[src/logic/ioproc_pkg.sv]
`default_nettype none

package ioproc_pkg;

    localparam int word_width = 8;
    localparam int port_count = 4;

    // ALU operations, results wrap to one word
    typedef enum logic [1:0] {
        op_add = 2'd0,
        op_sub = 2'd1,
        op_xor = 2'd2,
        op_and = 2'd3
    } alu_op_e;

    typedef logic [word_width-1:0] word_t;
    typedef logic [port_count-1:0] port_mask_t;

    // --------------------
    // Port buses into and out of the core

    typedef struct packed {
        port_mask_t                   read_ready_a;
        port_mask_t                   read_ready_b;
        port_mask_t                   write_ready_a;
        port_mask_t                   write_ready_b;
        word_t      [port_count-1:0]  read_a;
        word_t      [port_count-1:0]  read_b;
    } port_in_t;

    typedef struct packed {
        word_t      [port_count-1:0]  write_a;
        word_t      [port_count-1:0]  write_b;
        port_mask_t                   rden_a;
        port_mask_t                   rden_b;
        port_mask_t                   wren_a;
        port_mask_t                   wren_b;
    } port_out_t;

endpackage

`default_nettype wire

[src/logic/harness_pkg.sv]
`default_nettype none

package harness_pkg;

    // Serial frame lengths in bits
    localparam int in_frame_width  = 82;
    localparam int out_frame_width = 80;

    // --------------------
    // Input frame, opcode shifted in first

    typedef struct packed {
        ioproc_pkg::alu_op_e   op;
        ioproc_pkg::port_in_t  ports;
    } in_frame_t;

    // --------------------
    // Output frame, write words leave first

    typedef struct packed {
        ioproc_pkg::port_out_t ports;
    } out_frame_t;

endpackage

`default_nettype wire

[src/logic/harness_input_register.sv]
`timescale 1ns/100ps
`default_nettype none

module harness_input_register (
    input  wire                     clock,
    input  wire                     rst,
    input  wire                     in,
    input  wire                     load,
    output harness_pkg::in_frame_t  frame,
    output logic                    frame_valid
);

    logic [harness_pkg::in_frame_width-1:0] chain;
    logic [harness_pkg::in_frame_width-1:0] holding;

    // Serial chain, first bit ends up at the MSB
    always_ff @(posedge clock) begin
        if (!load) begin
            chain <= {chain[harness_pkg::in_frame_width-2:0], in};
        end
    end

    // Holding register keeps the chain stable while the next frame shifts in
    always_ff @(posedge clock) begin
        if (load) begin
            holding <= chain;
        end
    end

    always_ff @(posedge clock) begin
        if (rst) begin
            frame_valid <= 1'b0;
        end else begin
            frame_valid <= load;
        end
    end

    assign frame = harness_pkg::in_frame_t'(holding);

endmodule

`default_nettype wire

[src/logic/harness_output_register.sv]
`timescale 1ns/100ps
`default_nettype none

module harness_output_register (
    input  wire                      clock,
    input  wire                      rst,
    input  wire                      capture,
    input  wire harness_pkg::out_frame_t frame,
    output wire                      out
);

    logic [harness_pkg::out_frame_width-1:0] shift;

    // --------------------
    // Capture or shift

    // A new capture overwrites whatever is still shifting out
    always_ff @(posedge clock) begin
        if (rst) begin
            shift <= '0;
        end else if (capture) begin
            shift <= frame;
        end else begin
            shift <= {shift[harness_pkg::out_frame_width-2:0], 1'b0};
        end
    end

    // MSB first
    assign out = shift[harness_pkg::out_frame_width-1];

endmodule

`default_nettype wire

[src/logic/io_port_lane.sv]
`timescale 1ns/100ps
`default_nettype none

module io_port_lane (
    input  wire                      clock,
    input  wire                      rst,
    input  wire                      start,
    input  wire ioproc_pkg::alu_op_e op,
    input  wire                      read_ready_a,
    input  wire                      read_ready_b,
    input  wire                      write_ready_a,
    input  wire                      write_ready_b,
    input  wire ioproc_pkg::word_t   read_a,
    input  wire ioproc_pkg::word_t   read_b,
    output logic                     rden_a,
    output logic                     rden_b,
    output logic                     wren_a,
    output logic                     wren_b,
    output ioproc_pkg::word_t        write_a,
    output ioproc_pkg::word_t        write_b
);

    ioproc_pkg::alu_op_e op_q;
    ioproc_pkg::word_t   a_q;
    ioproc_pkg::word_t   b_q;
    logic                go_q;
    logic                fire;

    function automatic ioproc_pkg::word_t alu(
        input ioproc_pkg::alu_op_e f,
        input ioproc_pkg::word_t   x,
        input ioproc_pkg::word_t   y
    );
        case (f)
            ioproc_pkg::op_add: alu = x + y;
            ioproc_pkg::op_sub: alu = x - y;
            ioproc_pkg::op_xor: alu = x ^ y;
            default:            alu = x & y;
        endcase
    endfunction

    // --------------------
    // Stage one, operands and readiness

    always_ff @(posedge clock) begin
        op_q <= op;
        a_q  <= read_a;
        b_q  <= read_b;
    end

    always_ff @(posedge clock) begin
        if (rst) begin
            go_q <= 1'b0;
        end else begin
            go_q <= start & read_ready_a & read_ready_b & write_ready_a & write_ready_b;
        end
    end

    // --------------------
    // Stage two, both ALU directions

    always_ff @(posedge clock) begin
        if (rst) begin
            fire    <= 1'b0;
            write_a <= '0;
            write_b <= '0;
        end else begin
            fire <= go_q;
            // Idle lane keeps its last words
            if (go_q) begin
                write_a <= alu(op_q, a_q, b_q);
                write_b <= alu(op_q, b_q, a_q);
            end
        end
    end

    assign rden_a = fire;
    assign rden_b = fire;
    assign wren_a = fire;
    assign wren_b = fire;

endmodule

`default_nettype wire

[src/logic/io_proc_core.sv]
`timescale 1ns/100ps
`default_nettype none

module io_proc_core (
    input  wire                       clock,
    input  wire                       rst,
    input  wire                       frame_valid,
    input  wire ioproc_pkg::alu_op_e  op,
    input  wire ioproc_pkg::port_in_t ports_in,
    output ioproc_pkg::port_out_t     ports_out,
    output logic                      result_valid
);

    ioproc_pkg::word_t [ioproc_pkg::port_count-1:0] write_a;
    ioproc_pkg::word_t [ioproc_pkg::port_count-1:0] write_b;
    ioproc_pkg::port_mask_t                         rden_a;
    ioproc_pkg::port_mask_t                         rden_b;
    ioproc_pkg::port_mask_t                         wren_a;
    ioproc_pkg::port_mask_t                         wren_b;
    logic                                           valid_q;

    // --------------------
    // Port lanes, one shared opcode for all

    for (genvar i = 0; i < ioproc_pkg::port_count; i++) begin : g_lane
        io_port_lane lane_i (
            .clock         (clock),
            .rst           (rst),
            .start         (frame_valid),
            .op            (op),
            .read_ready_a  (ports_in.read_ready_a[i]),
            .read_ready_b  (ports_in.read_ready_b[i]),
            .write_ready_a (ports_in.write_ready_a[i]),
            .write_ready_b (ports_in.write_ready_b[i]),
            .read_a        (ports_in.read_a[i]),
            .read_b        (ports_in.read_b[i]),
            .rden_a        (rden_a[i]),
            .rden_b        (rden_b[i]),
            .wren_a        (wren_a[i]),
            .wren_b        (wren_b[i]),
            .write_a       (write_a[i]),
            .write_b       (write_b[i])
        );
    end

    assign ports_out = '{write_a: write_a, write_b: write_b,
                         rden_a: rden_a, rden_b: rden_b,
                         wren_a: wren_a, wren_b: wren_b};

    // --------------------
    // Valid pipeline, matches the two lane stages

    always_ff @(posedge clock) begin
        if (rst) begin
            valid_q      <= 1'b0;
            result_valid <= 1'b0;
        end else begin
            valid_q      <= frame_valid;
            result_valid <= valid_q;
        end
    end

endmodule

`default_nettype wire

[src/logic/generic_test_harness.sv]
`timescale 1ns/100ps
`default_nettype none

module generic_test_harness (
    input  wire  clock,
    input  wire  rst,
    input  wire  test_in,
    input  wire  test_load,
    output wire  test_out
);

    harness_pkg::in_frame_t  in_frame;
    harness_pkg::out_frame_t out_frame;
    ioproc_pkg::port_out_t   ports_out;
    logic                    frame_valid;
    logic                    result_valid;

    // --------------------
    // Serial in

    harness_input_register input_i (
        .clock       (clock),
        .rst         (rst),
        .in          (test_in),
        .load        (test_load),
        .frame       (in_frame),
        .frame_valid (frame_valid)
    );

    // --------------------
    // Core

    io_proc_core core_i (
        .clock        (clock),
        .rst          (rst),
        .frame_valid  (frame_valid),
        .op           (in_frame.op),
        .ports_in     (in_frame.ports),
        .ports_out    (ports_out),
        .result_valid (result_valid)
    );

    assign out_frame = '{ports: ports_out};

    // --------------------
    // Serial out

    harness_output_register output_i (
        .clock   (clock),
        .rst     (rst),
        .capture (result_valid),
        .frame   (out_frame),
        .out     (test_out)
    );

endmodule

`default_nettype wire

[config.mk]
export PLATFORM = sky130hd
export DESIGN_NAME = generic_test_harness
export DESIGN_NICKNAME = d
export VERILOG_FILES = /design/src/logic/ioproc_pkg.sv /design/src/logic/harness_pkg.sv /design/src/logic/harness_input_register.sv /design/src/logic/harness_output_register.sv /design/src/logic/io_port_lane.sv /design/src/logic/io_proc_core.sv /design/src/logic/generic_test_harness.sv
export SDC_FILE = /design/constraint.sdc
export NUM_CORES = 1
export LEC_CHECK = 0
export BUFFER_PORTS_ARGS = -buffer_cell sky130_fd_sc_hd__buf_2
export CAP_MARGIN = 15
export CORE_MARGIN = 5
export CORE_UTILIZATION = 53
export CTS_BUF_LIST = sky130_fd_sc_hd__clkbuf_4 sky130_fd_sc_hd__clkbuf_8
export DETAILED_ROUTE_END_ITERATION = 12
export GPL_TIMING_DRIVEN = 1
export HOLD_SLACK_MARGIN = 0.06
export PLACE_DENSITY = 0.64
export SYNTH_ARGS = -nofsm -noshare
export SYNTH_HDL_FRONTEND = slang
export SYNTH_SLANG_ARGS = --single-unit
[constraint.sdc]
create_clock -name clock -period 4.04 [get_ports clock]
set_clock_uncertainty 0.15 [all_clocks]
set_input_delay 0 -clock clock [delete_from_list [all_inputs] [get_ports clock]]
set_output_delay 0 -clock clock [all_outputs]
set_load 0.05 [all_outputs]
; Word level (Yosys, flattened, before mapping)
; Cells that the tools add are included.
; W data, S select, Z words.
[classes]
n_addsub = 12
n_eq_ne = 2
n_mux = 9
bitwise_logic = 25
n_reduce_logical = 2
[op_table]
columns = cell, n
row1 = $pmux W8 S3, 8
row2 = $mux W80, 1
row3 = $sub A8 B8 Y8, 8
row4 = $add A8 B8 Y8, 4
row5 = $and A8 B8 Y8, 4
row6 = $xor A8 B8 Y8, 4
row7 = $and A1 B1 Y1, 16
row8 = $eq A2 B1 Y1 const B, 1
row9 = $eq A2 B2 Y1 const B, 1
row10 = $logic_not A2 Y1, 1
row11 = $reduce_or A2 Y1, 1
row12 = $not A1 Y1, 1
[word_totals]
register_bits = 385
input_bits = 4
word_cells = 82

; Longest topological paths before layout
; Gate-level depths: netlist of run 1.
[logic_depth]
depth_word = 4
ltp_mapped = 10

; Modules after synthesis
; A second synthesis of run 1 with hierarchy kept.
[unflattened]
hier_cells = 1451
area_unflattened_um2 = 16644.7
[modules_own_cells]
columns = mod, instances, cells_each, area_each_um2, seq_area_each_um2
row1 = harness_input_register, 1, 167, 4962.3, 4944.7
row2 = io_port_lane (core_i.g_lane[2].lane_i ...), 2, 258, 2192.1, 700.7
row3 = harness_output_register, 1, 257, 2865.2, 1601.5
row4 = io_port_lane (core_i.g_lane[0].lane_i), 1, 259, 2219.6, 700.7
row5 = io_port_lane (core_i.g_lane[1].lane_i), 1, 248, 2160.8, 700.7
row6 = io_proc_core, 1, 4, 52.6, 40.0

; Worst setup path before layout of run 1
; OpenSTA, ideal clock, no wires.
[synth_path]
path_type = flip-flop to flip-flop
from = register core_i.g_lane[3].lane_i.a_q[2]
to = register core_i.g_lane[3].lane_i.write_a[6]
setup_time_ns = 0.132
arrival_time_ns = 2.001
path_slack_ns = 1.757
path_stages_with_launch = 10
n_path_buf = 1
path_cell_list = dfxtp_1 inv_1 ha_1 buf_6 or3b_1 a311oi_2 mux2i_1 o2111ai_2 a21oi_1 nor3_1
[synth_between]
elab_chain_cells = 2
word_cells_on_any_way = 3
[synth_lines]
columns = item, line_no
row1 = start: declaration, io_port_lane.sv:24  ; ioproc_pkg::word_t a_q;
row2 = start signal: assignment, io_port_lane.sv:47  ; a_q <= read_a;
row3 = $sub A8 B8 Y8 or $add A8 B8 Y8 (tied branches), "io_port_lane.sv:36, io_port_lane.sv:35"
row4 = $pmux W8 S3 (*), io_port_lane.sv:34  ; case (f)
row5 = end signal: assignment, io_port_lane.sv:71  ; write_a <= alu(op_q, a_q, b_q);
row6 = end: declaration, io_port_lane.sv:19  ; output ioproc_pkg::word_t write_a,
; Every way passes the cells marked *; elsewhere a longest branch is shown, timed or not.
; A chain may end at the register's enable or synchronous reset.

; Final worst setup path of run 1
[layout_path]
from = register core_i.g_lane[0].lane_i.a_q[1]
to = register core_i.g_lane[0].lane_i.write_b[7]
[layout_between]
elab_chain_cells = 2
word_cells_on_any_way = 3
[layout_lines]
columns = item, line_no
row1 = start: declaration, io_port_lane.sv:24
row2 = start signal: assignment, io_port_lane.sv:47
row3 = $sub A8 B8 Y8 or $add A8 B8 Y8 (tied branches), "io_port_lane.sv:36, io_port_lane.sv:35"
row4 = $pmux W8 S3 (*), io_port_lane.sv:34
row5 = end signal: assignment, io_port_lane.sv:72  ; write_b <= alu(op_q, b_q, a_q);
row6 = end: declaration, io_port_lane.sv:20  ; output ioproc_pkg::word_t write_b
; Marks and branches as above.

==> results.tsv, run 1 <==
stage	metric	value	unit
status	outcome	completed	
worst_setup_path	RR Startpoint	core_i.g_lane[0].lane_i.a_q[1]$_DFF_P_	
clock_tree	clk buf depth	3	
synth	most area-consuming cells after synthesis	sky130_fd_sc_hd__edfxtp_1 (31%), sky130_fd_sc_hd__dfxtp_1 (27%), sky130_fd_sc_hd__ha_1 (6.9%), sky130_fd_sc_hd__mux2i_1 (4.3%), sky130_fd_sc_hd__nor2_1 (4.3%)	
die	Placement Rows	63	
power_and_ir_drop	share of total power in sequential cells	52.0	%
layout	area growth from synthesis to layout	9.71	%
synth	Yosys top cell area share	30.9	%
timing	setup slack of the critical path after layout	1.42	ns
clock_tree	depth of the CTS H-tree	2	
worst_setup_path	Crit. End Element	flip-flop	
min_path	origin of the worst min-delay path	input_i.frame[32]$_DFFE_PP_	
die	full die area	0.0337	mm2
clock_tree	total number of clock tree sinks	381	
global_routing	wire length of the first global-routing pass	49.2	mm
min_path	capture endpoint of the worst hold path	core_i.g_lane[0].lane_i.a_q[0]$_DFF_P_	
global_routing	largest net degree at the start of global routing	80	
min_path	min-delay worst type	flip-flop to flip-flop	
synth	Synth Instances	1430	
power_and_ir_drop	part of the power in the clock network	39.5	%
worst_setup_path	Max Fanout on Critical Path	5	
clock_tree	total clock buffers created by CTS	58	
placement	placer's final routability congestion estimate	0.846	
global_routing	via count of the first global-routing pass	9618	
worst_setup_path	first element of the critical path	core_i.g_lane[0].lane_i.a_q[1]$_DFF_P_	
synth	post-synthesis instance area	0.0159	mm2
clock_tree	buffer type at the clock tree root	sky130_fd_sc_hd__clkbuf_8	
timing	TNS Setup	0	ns
power_and_ir_drop	total power draw	8170	uW
layout	layout cell share with drive strength beyond 1	8.80	%
global_routing	initial antenna violation count	0	
layout	commonest non-fill, non-tap cell in the layout	sky130_fd_sc_hd__dfxtp_1	
clock_tree	Worst-Skew Late Latency	0.60	ns
worst_setup_path	CP arrival	2.97	ns
worst_setup_path	kind of critical path	flip-flop to flip-flop	
detailed_routing	total via count after detailed routing	10000	
power_and_ir_drop	maximum resistive drop on vdd	0.000351	V
min_path	cell depth of the worst hold path	0	
detailed_routing	wire length per cell	16.1	um
synth	basic-gate share of the synthesized area counting and, or, nand and nor cells	10.2	%
layout	most frequent cells in the layout	sky130_fd_sc_hd__dfxtp_1 (215), sky130_fd_sc_hd__nor2_1 (180), sky130_fd_sc_hd__edfxtp_1 (164), sky130_fd_sc_hd__a21oi_1 (108), sky130_fd_sc_hd__ha_1 (88)	
synth	compound-gate portion of the synthesized area	12.5	%
power_and_ir_drop	Static Leakage	0.00664	uW
synth	dominant combinational cell family by area after synthesis	compound AO/OA/AOI/OAI gates	
synth	register bit count reported by yosys	381	
timing	setup violation total in the final timing report	0	
synth	Post-Synth XOR/XNOR Area	2.36	%
synth	adder and majority gate portion of the synthesized area	8.41	%
timing	worst slew margin relative to its limit	31.5	%
die	I/O pin count	5	
layout	final design area excluding fillers	0.0175	mm2
placement	Post-Place Worst Slack	1.45	ns
synth	Avg Cell Area, Syn	11.2	um2
layout	count of antenna diodes in the layout	0	
worst_setup_path	reg2reg setup slack	1.42	ns
clock_tree	Clk pin slew, worst setup/hold paths	0.07	ns
die	Core ar.	0.0296	mm2
clock_tree	clock tree from TritonCTS	built	
timing	worst-margin pin slew	1.03	ns
timing	final critical path time including I/O delays and setup	2.62	ns
power_and_ir_drop	fraction of power spent switching nets	23.6	%
worst_setup_path	critical path required time	4.39	ns
detailed_routing	Post-DRT Antenna Nets	0	
placement	count of buffers from port buffering	4	
detailed_routing	number of remaining DRC errors	0	
power_and_ir_drop	NetSw	1930	uW
timing	f_max	382	MHz
timing	Fin. Hold Viols	0	
detailed_routing	DR pass1 iterations	5	
die	width of the chip	183	um
worst_setup_path	type of element launching the critical path	flip-flop	
die	die height	183	um
timing	max-slew violation count	0	
synth	Async S/R FF share, synth	0	%
detailed_routing	Initial DRC Count	647	
placement	Detail Placement HPWL	20.1	mm
run	max capacitance violation total	0	
timing	period utilization	64.8	%
synth	nets in the synthesized netlist	1534	
detailed_routing	via density per instance	5.38	
synth	number of synthesized flops with an enable pin	164	
synth	register area share after synthesis	58.1	%
power_and_ir_drop	total internal power	6250	uW
die	starting density of the core	53.8	%
detailed_routing	total wire length after detailed routing	30.0	mm
power_and_ir_drop	share of total power in combinational logic	8.4	%
synth	number of library cell types mapped by synthesis	57	
placement	Post-DP Area	0.0162	mm2
global_routing	global route overflow	0	
layout	nets	1536	
synth	multiplexer share of the synthesized area	4.40	%
clock_tree	cts repair resizes	0	
timing	RSZ-0062 raised after global routing	no	
power_and_ir_drop	power density relative to cell area	467	mW/mm2
synth	synth warn	0	
synth	largest area contributor in the netlist	sky130_fd_sc_hd__edfxtp_1	
synth	most instantiated flip-flop cell in the synthesis netlist	sky130_fd_sc_hd__dfxtp_1	
worst_setup_path	cell count of the worst reg-to-reg path	8	
global_routing	Total GRT Usage	17.9	%
worst_setup_path	Crit Reg-Reg Endpoint	core_i.g_lane[0].lane_i.write_b[7]$_SDFFE_PP0P_	
stage by stage:
step | instances | utilization (%) | hold slack (ns)
after floorplan | 1430 | - | -0.0511
after global placement | 1758 | 54.8 | 0.0293
after detailed placement | 1758 | 54.8 | 0.0346
after CTS | 1867 | 59.0 | 0.169
after global routing | 1867 | 59.0 | 0.189
final | 1867 | 59.0 | 0.185
worst max path at each step:
| stage | to | slack [ns] | cells past startpoint |
|---|---|---|---|
| final | core_i.g_lane[0].lane_i.write_b[7]$_SDFFE_PP0P_ | 1.42 | 8 |
| after global routing | core_i.g_lane[0].lane_i.write_a[7]$_SDFFE_PP0P_ | 1.20 | 8 |
| after CTS | core_i.g_lane[0].lane_i.write_b[7]$_SDFFE_PP0P_ | 1.43 | 8 |
| after detailed placement | core_i.g_lane[0].lane_i.write_b[7]$_SDFFE_PP0P_ | 1.45 | 8 |
| after global placement | core_i.g_lane[3].lane_i.write_b[6]$_SDFFE_PP0P_ | 1.51 | 8 |
| after floorplan | core_i.g_lane[3].lane_i.write_a[6]$_SDFFE_PP0P_ | 1.76 | 9 |
cell type report:
class | instances | area (um2)
Fill cell | 2576 | 12100
Clock inverter | 12 | 115
Multi-Input combinational cell | 887 | 6040
Clock buffer | 93 | 1110
Sequential cell | 381 | 9270
Tap cell | 390 | 488
Timing Repair Buffer | 19 | 148
Inverter | 85 | 320
power by group through the flow:
| stage | clock, uW | sequential [uW] | combinational, uW |
|---|---|---|---|
| final | 3230 | 4250 | 689 |
| after global routing | 3540 | 4270 | 768 |
| after CTS | 3350 | 4250 | 686 |
| after detailed placement | 0 | 4330 | 681 |
| after global placement | 0 | 4330 | 673 |
| after floorplan | 0 | 4290 | 540 |
logic make-up after synthesis:
logic type,Yosys count
multiplexers,70
buffers and inverters,162
adder cells (fa/ha/maj),100
XOR/XNOR,43
flip-flops,381
AO/OA/AOI/OAI,309
AND/OR/NAND/NOR,365
layer usage:
| metal | vias up | wire (um) | track usage [%] |
|---|---|---|---|
| li1 | 5016 | - | - |
| met1 | 4778 | 15200 | 27.0 |
| met2 | 191 | 12900 | 26.3 |
| met3 | 58 | 1160 | 2.65 |
| met4 | 0 | 740 | 6.44 |
| met5 | - | 0 | 0 |
worst max-delay path, cell delays in order, from the launching register on:
cell and delay (ns):
sky130_fd_sc_hd__dfxtp_1 0.46, sky130_fd_sc_hd__inv_1 0.13, sky130_fd_sc_hd__ha_1 0.35, sky130_fd_sc_hd__nand2b_1 0.18
sky130_fd_sc_hd__a221oi_1 0.39, sky130_fd_sc_hd__o22ai_1 0.18, sky130_fd_sc_hd__o41ai_1 0.28, sky130_fd_sc_hd__a31oi_1 0.11
sky130_fd_sc_hd__o32ai_1 0.28
cell usage after synthesis, types with 28 or more instances:
master	count
sky130_fd_sc_hd__mux2i_1	69
sky130_fd_sc_hd__dfxtp_1	217
sky130_fd_sc_hd__clkbuf_1	50
sky130_fd_sc_hd__inv_1	84
sky130_fd_sc_hd__ha_1	88
sky130_fd_sc_hd__xnor2_1	28
sky130_fd_sc_hd__a21oi_1	108
sky130_fd_sc_hd__o21ai_0	45
sky130_fd_sc_hd__nor3_1	32
sky130_fd_sc_hd__edfxtp_1	164
sky130_fd_sc_hd__nor2_1	181
sky130_fd_sc_hd__a211oi_1	43
sky130_fd_sc_hd__nand2_1	69
sky130_fd_sc_hd__nand2b_1	34
what timing repair did:
item | in CTS | in global routing
setup buffers | 0 | 0
endpoints found under the hold margin | 104 | 0
hold buffers | 4 | 0
flip-flops by register name, summed over array words and instances, names as in the netlist:
name / cells
input_i.frame: 82
output_i.shift: 80
core_i.g_lane.lane_i.a_q: 32
core_i.g_lane.lane_i.go_q: 4
core_i.g_lane.lane_i.op_q: 2
input_i.frame_valid: 1
core_i.g_lane.lane_i.rden_a: 4
input_i.chain: 82
core_i.valid_q: 1
core_i.g_lane.lane_i.b_q: 32
core_i.g_lane.lane_i.write_a: 32
core_i.result_valid: 1
core_i.g_lane.lane_i.write_b: 28
Note: power is estimated with default switching activity, not from simulation.
==> run 2: changes to the inputs <==
--- a/config.mk
+++ b/config.mk
@@ -13,7 +13,7 @@
 export DETAILED_ROUTE_END_ITERATION = 12
 export GPL_TIMING_DRIVEN = 1
 export HOLD_SLACK_MARGIN = 0.06
-export PLACE_DENSITY = 0.64
+export PLACE_DENSITY = 0.67
 export SYNTH_ARGS = -nofsm -noshare
 export SYNTH_HDL_FRONTEND = slang
 export SYNTH_SLANG_ARGS = --single-unit
==> constraint.sdc (replaced) <==
create_clock -name clock -period 2.1 [get_ports clock]
set_clock_uncertainty 0.15 [all_clocks]
set_input_delay 0 -clock clock [delete_from_list [all_inputs] [get_ports clock]]
set_output_delay 0 -clock clock [all_outputs]
set_load 0.05 [all_outputs]
==> run 2 against run 1 <==
The flow now finishes with violations (setup timing). Cell count up 8.5%. First-iteration DRC count down 2.0%. Register-to-register slack worse by 1.5 ns. Count of clock-buffer cells in the layout down 5. Critical endpoint is now core_i.g_lane[1].lane_i.write_b[6]$_SDFFE_PP0P_. Largest power group unchanged.
==> results.tsv, run 2 (synthesized netlist as in run 1, its figures left out) <==
stage	metric	value	unit	change
status	outcome	complete, but fails checks		was completed
status	violated checks	setup timing		
placement	placed insts	1887		was 1758
global_routing	largest net degree at the start of global routing	83		was 80
worst_setup_path	WP buf/inv	2		was 1
placement	count of buffers from port buffering	4		unchanged
placement	Post-Place Worst Slack	-0.224	ns	was 1.45 ns
power_and_ir_drop	fraction of power spent switching nets	24.0	%	was 23.6%
power_and_ir_drop	maximum resistive drop on vdd	0.000820	V	was 0.000351 V
layout	most frequent cells in the layout	sky130_fd_sc_hd__dfxtp_1 (184), sky130_fd_sc_hd__nor2_1 (176), sky130_fd_sc_hd__edfxtp_1 (164), sky130_fd_sc_hd__buf_4 (142), sky130_fd_sc_hd__a21oi_1 (79)		was sky130_fd_sc_hd__dfxtp_1 (215), sky130_fd_sc_hd__nor2_1 (180), sky130_fd_sc_hd__edfxtp_1 (164), sky130_fd_sc_hd__a21oi_1 (108), sky130_fd_sc_hd__ha_1 (88)
layout	layout cell share with drive strength beyond 1	29.4	%	was 8.80%
clock_tree	total number of clock tree sinks	381		unchanged
global_routing	global route overflow	0		unchanged
power_and_ir_drop	share of total power in combinational logic	12.1	%	was 8.4%
worst_setup_path	logic depth of the worst setup path including buffers	10		was 8
worst_setup_path	cell count of the worst reg-to-reg path	10		was 8
timing	f_max	451	MHz	was 382 MHz
clock_tree	buffer type at the clock tree root	sky130_fd_sc_hd__clkbuf_8		unchanged
global_routing	via count of the first global-routing pass	10500		was 9618
worst_setup_path	reg2reg setup slack	-0.12	ns	was 1.42 ns
die	die height	183	um	unchanged
detailed_routing	wire length per cell	16.6	um	was 16.1 um
min_path	min-delay worst type	flip-flop to flip-flop		unchanged
timing	setup violation total in the final timing report	14		was 0
global_routing	wire length of the first global-routing pass	53.7	mm	was 49.2 mm
power_and_ir_drop	power density relative to cell area	848	mW/mm2	was 467 mW/mm2
clock_tree	total clock buffers created by CTS	59		was 58
global_routing	Total GRT Usage	19.3	%	was 17.9%
global_routing	initial antenna violation count	0		unchanged
clock_tree	Clk pin slew, worst setup/hold paths	0.06	ns	was 0.07 ns
run	max capacitance violation total	0		unchanged
layout	final design area excluding fillers	0.0200	mm2	was 0.0175 mm2
layout	fin cells	2025		was 1867
worst_setup_path	CP arrival	2.61	ns	was 2.97 ns
worst_setup_path	cell family with the largest share of critical-path delay	compound AO/OA/AOI/OAI gates		unchanged
worst_setup_path	RR Startpoint	core_i.g_lane[1].lane_i.b_q[0]$_DFF_P_		was core_i.g_lane[0].lane_i.a_q[1]$_DFF_P_
timing	Fin. Hold Viols	0		unchanged
worst_setup_path	slowest cell on the critical path	sky130_fd_sc_hd__fa_2		was sky130_fd_sc_hd__dfxtp_1
timing	RSZ-0062 raised after global routing	yes		was no
worst_setup_path	kind of critical path	flip-flop to flip-flop		unchanged
worst_setup_path	delay contributed by the slowest stage of the critical path	0.38	ns	was 0.46 ns
worst_setup_path	type of element launching the critical path	flip-flop		unchanged
worst_setup_path	critical path required time	2.49	ns	was 4.39 ns
detailed_routing	Post-DRT Antenna Nets	0		unchanged
die	full die area	0.0337	mm2	unchanged
worst_setup_path	Crit. End Element	flip-flop		unchanged
timing	period utilization	106	%	was 64.8%
layout	commonest non-fill, non-tap cell in the layout	sky130_fd_sc_hd__dfxtp_1		unchanged
detailed_routing	total wire length after detailed routing	33.6	mm	was 30.0 mm
clock_tree	clk buf depth	3		unchanged
timing	final critical path time including I/O delays and setup	2.22	ns	was 2.62 ns
timing	setup slack of the critical path after layout	-0.117	ns	was 1.42 ns
power_and_ir_drop	part of the power in the clock network	39.7	%	was 39.5%
worst_setup_path	sequence of cells on the critical path	inv_2 -> ha_4 -> inv_2 -> fa_2 -> a211oi_2 -> o21bai_1 -> a21oi_1 -> xnor2_1 -> nand2_1 -> a211oi_2		was inv_1 -> ha_1 -> nand2b_1 -> a221oi_1 -> o22ai_1 -> o41ai_1 -> a31oi_1 -> o32ai_1
detailed_routing	total via count after detailed routing	10900		was 10000
clock_tree	depth of the CTS H-tree	2		unchanged
detailed_routing	Initial DRC Count	634		was 647
layout	nets	1689		was 1536
die	Core ar.	0.0296	mm2	unchanged
clock_tree	clock tree from TritonCTS	built		unchanged
die	width of the chip	183	um	unchanged
die	I/O pin count	5		unchanged
worst_setup_path	Max Fanout on Critical Path	3		was 5
layout	count of antenna diodes in the layout	0		unchanged
timing	max-slew violation count	0		unchanged
detailed_routing	via density per instance	5.40		was 5.38
power_and_ir_drop	total power draw	16900	uW	was 8170 uW
placement	Post-DP Area	0.0173	mm2	was 0.0162 mm2
worst_setup_path	worst setup path endpoint	core_i.g_lane[1].lane_i.write_b[6]$_SDFFE_PP0P_		was core_i.g_lane[0].lane_i.write_b[7]$_SDFFE_PP0P_
detailed_routing	DR pass1 iterations	7		was 5
detailed_routing	number of remaining DRC errors	0		unchanged
worst_setup_path	first element of the critical path	core_i.g_lane[1].lane_i.b_q[0]$_DFF_P_		was core_i.g_lane[0].lane_i.a_q[1]$_DFF_P_
timing	worst slack on hold paths	0.182	ns	was 0.185 ns
power_and_ir_drop	Static Leakage	0.00757	uW	was 0.00664 uW
timing	worst-margin pin slew	0.518	ns	was 1.03 ns
die	Placement Rows	63		unchanged
placement	placer's final routability congestion estimate	0.862		was 0.846
power_and_ir_drop	share of total power in sequential cells	48.2	%	was 52.0%
die	starting density of the core	53.8	%	unchanged
layout	area growth from synthesis to layout	25.3	%	was 9.71%
power_and_ir_drop	NetSw	4070	uW	was 1930 uW
timing	worst slew margin relative to its limit	65.5	%	was 31.5%
power_and_ir_drop	total internal power	12900	uW	was 6250 uW
min_path	origin of the worst min-delay path	input_i.frame[10]$_DFFE_PP_		was input_i.frame[32]$_DFFE_PP_
placement	Detail Placement HPWL	22.1	mm	was 20.1 mm
clock_tree	Worst-Skew Late Latency	0.61	ns	was 0.60 ns
worst_setup_path	Crit Reg-Reg Endpoint	core_i.g_lane[1].lane_i.write_b[6]$_SDFFE_PP0P_		was core_i.g_lane[0].lane_i.write_b[7]$_SDFFE_PP0P_
## run 2: changes by cell type in the layout (fill, tap and decap cells not counted), sizes merged
cell / change
buf: +151
clkinv: +9
clkbuf: -4
bufinv: +3
inv: -2
clkinvlp: +1
## run 2: how the worst min path moves through the flow
stage                                                           end  depth (start not counted)
final                        core_i.g_lane[1].lane_i.b_q[2]$_DFF_P_                          0
after global routing                  output_i.shift[50]$_SDFF_PP0_                          3
after CTS                 core_i.g_lane[1].lane_i.rden_a$_SDFF_PP0_                          3
after detailed placement                 input_i.chain[0]$_DFFE_PN_                          1
after global placement                   input_i.chain[0]$_DFFE_PN_                          1
after floorplan                          input_i.chain[0]$_DFFE_PN_                          0
## run 2: worst register-to-register path: cells and delay by family (launching register included)
kind | cells | cell delay (ns)
xor gates and xnor gates | 1 | 0.18
DFF | 1 | 0.37
adders and majority gates | 2 | 0.50
buffers and inverters | 2 | 0.10
and+or+nand+nor | 1 | 0.09
AOI/OAI and AO/OA | 4 | 0.75
## run 2: power by group through the flow
stage | combinational (uW) | clock [uW] | sequential [uW]
finish | 2050 | 6730 | 8170
detailed placement | 1630 | 0 | 8310
CTS | 1770 | 6920 | 8170
floorplan | 1050 | 0 | 8260
global route | 2220 | 7290 | 8200
global placement | 1610 | 0 | 8300
## run 2: final cells by class
type                       count  area [um2]
sequential                   381        9340
clock buffer                  88        1110
clock inverter                23         238
multi-input combinational    887        7010
timing repair buffer         171        1470
inverter                      85         332
tap                          390         488
fill                        2188        9650
## run 2: per-stage QoR
step	TNS (ns)	util [%]
2_1_floorplan	-0.183	-
3_3_place_gp	-2.16	58.5
3_5_place_dp	-3.48	58.5
4_1_cts	-0.664	64.7
5_1_grt	-2.76	67.4
6_report	-0.687	67.4
## run 2: per-layer routing
metal,wire length [um],global-route usage [%],share of wire [%],vias up
met5,0,0,0,-
met4,729,4.71,2.2,0
met3,1600,3.34,4.8,73
met2,15600,30.5,46,251
met1,15700,28.0,47,5269
li1,-,-,-,5334
## run 2: timing repair
item,CTS,global route
gates resized for setup,94,158
pin swaps,54,86
buffers inserted,4,18
endpoints found under the hold margin,243,0
endpoints found under the setup margin,38,42
cloned,0,1
hold buffers,4,0
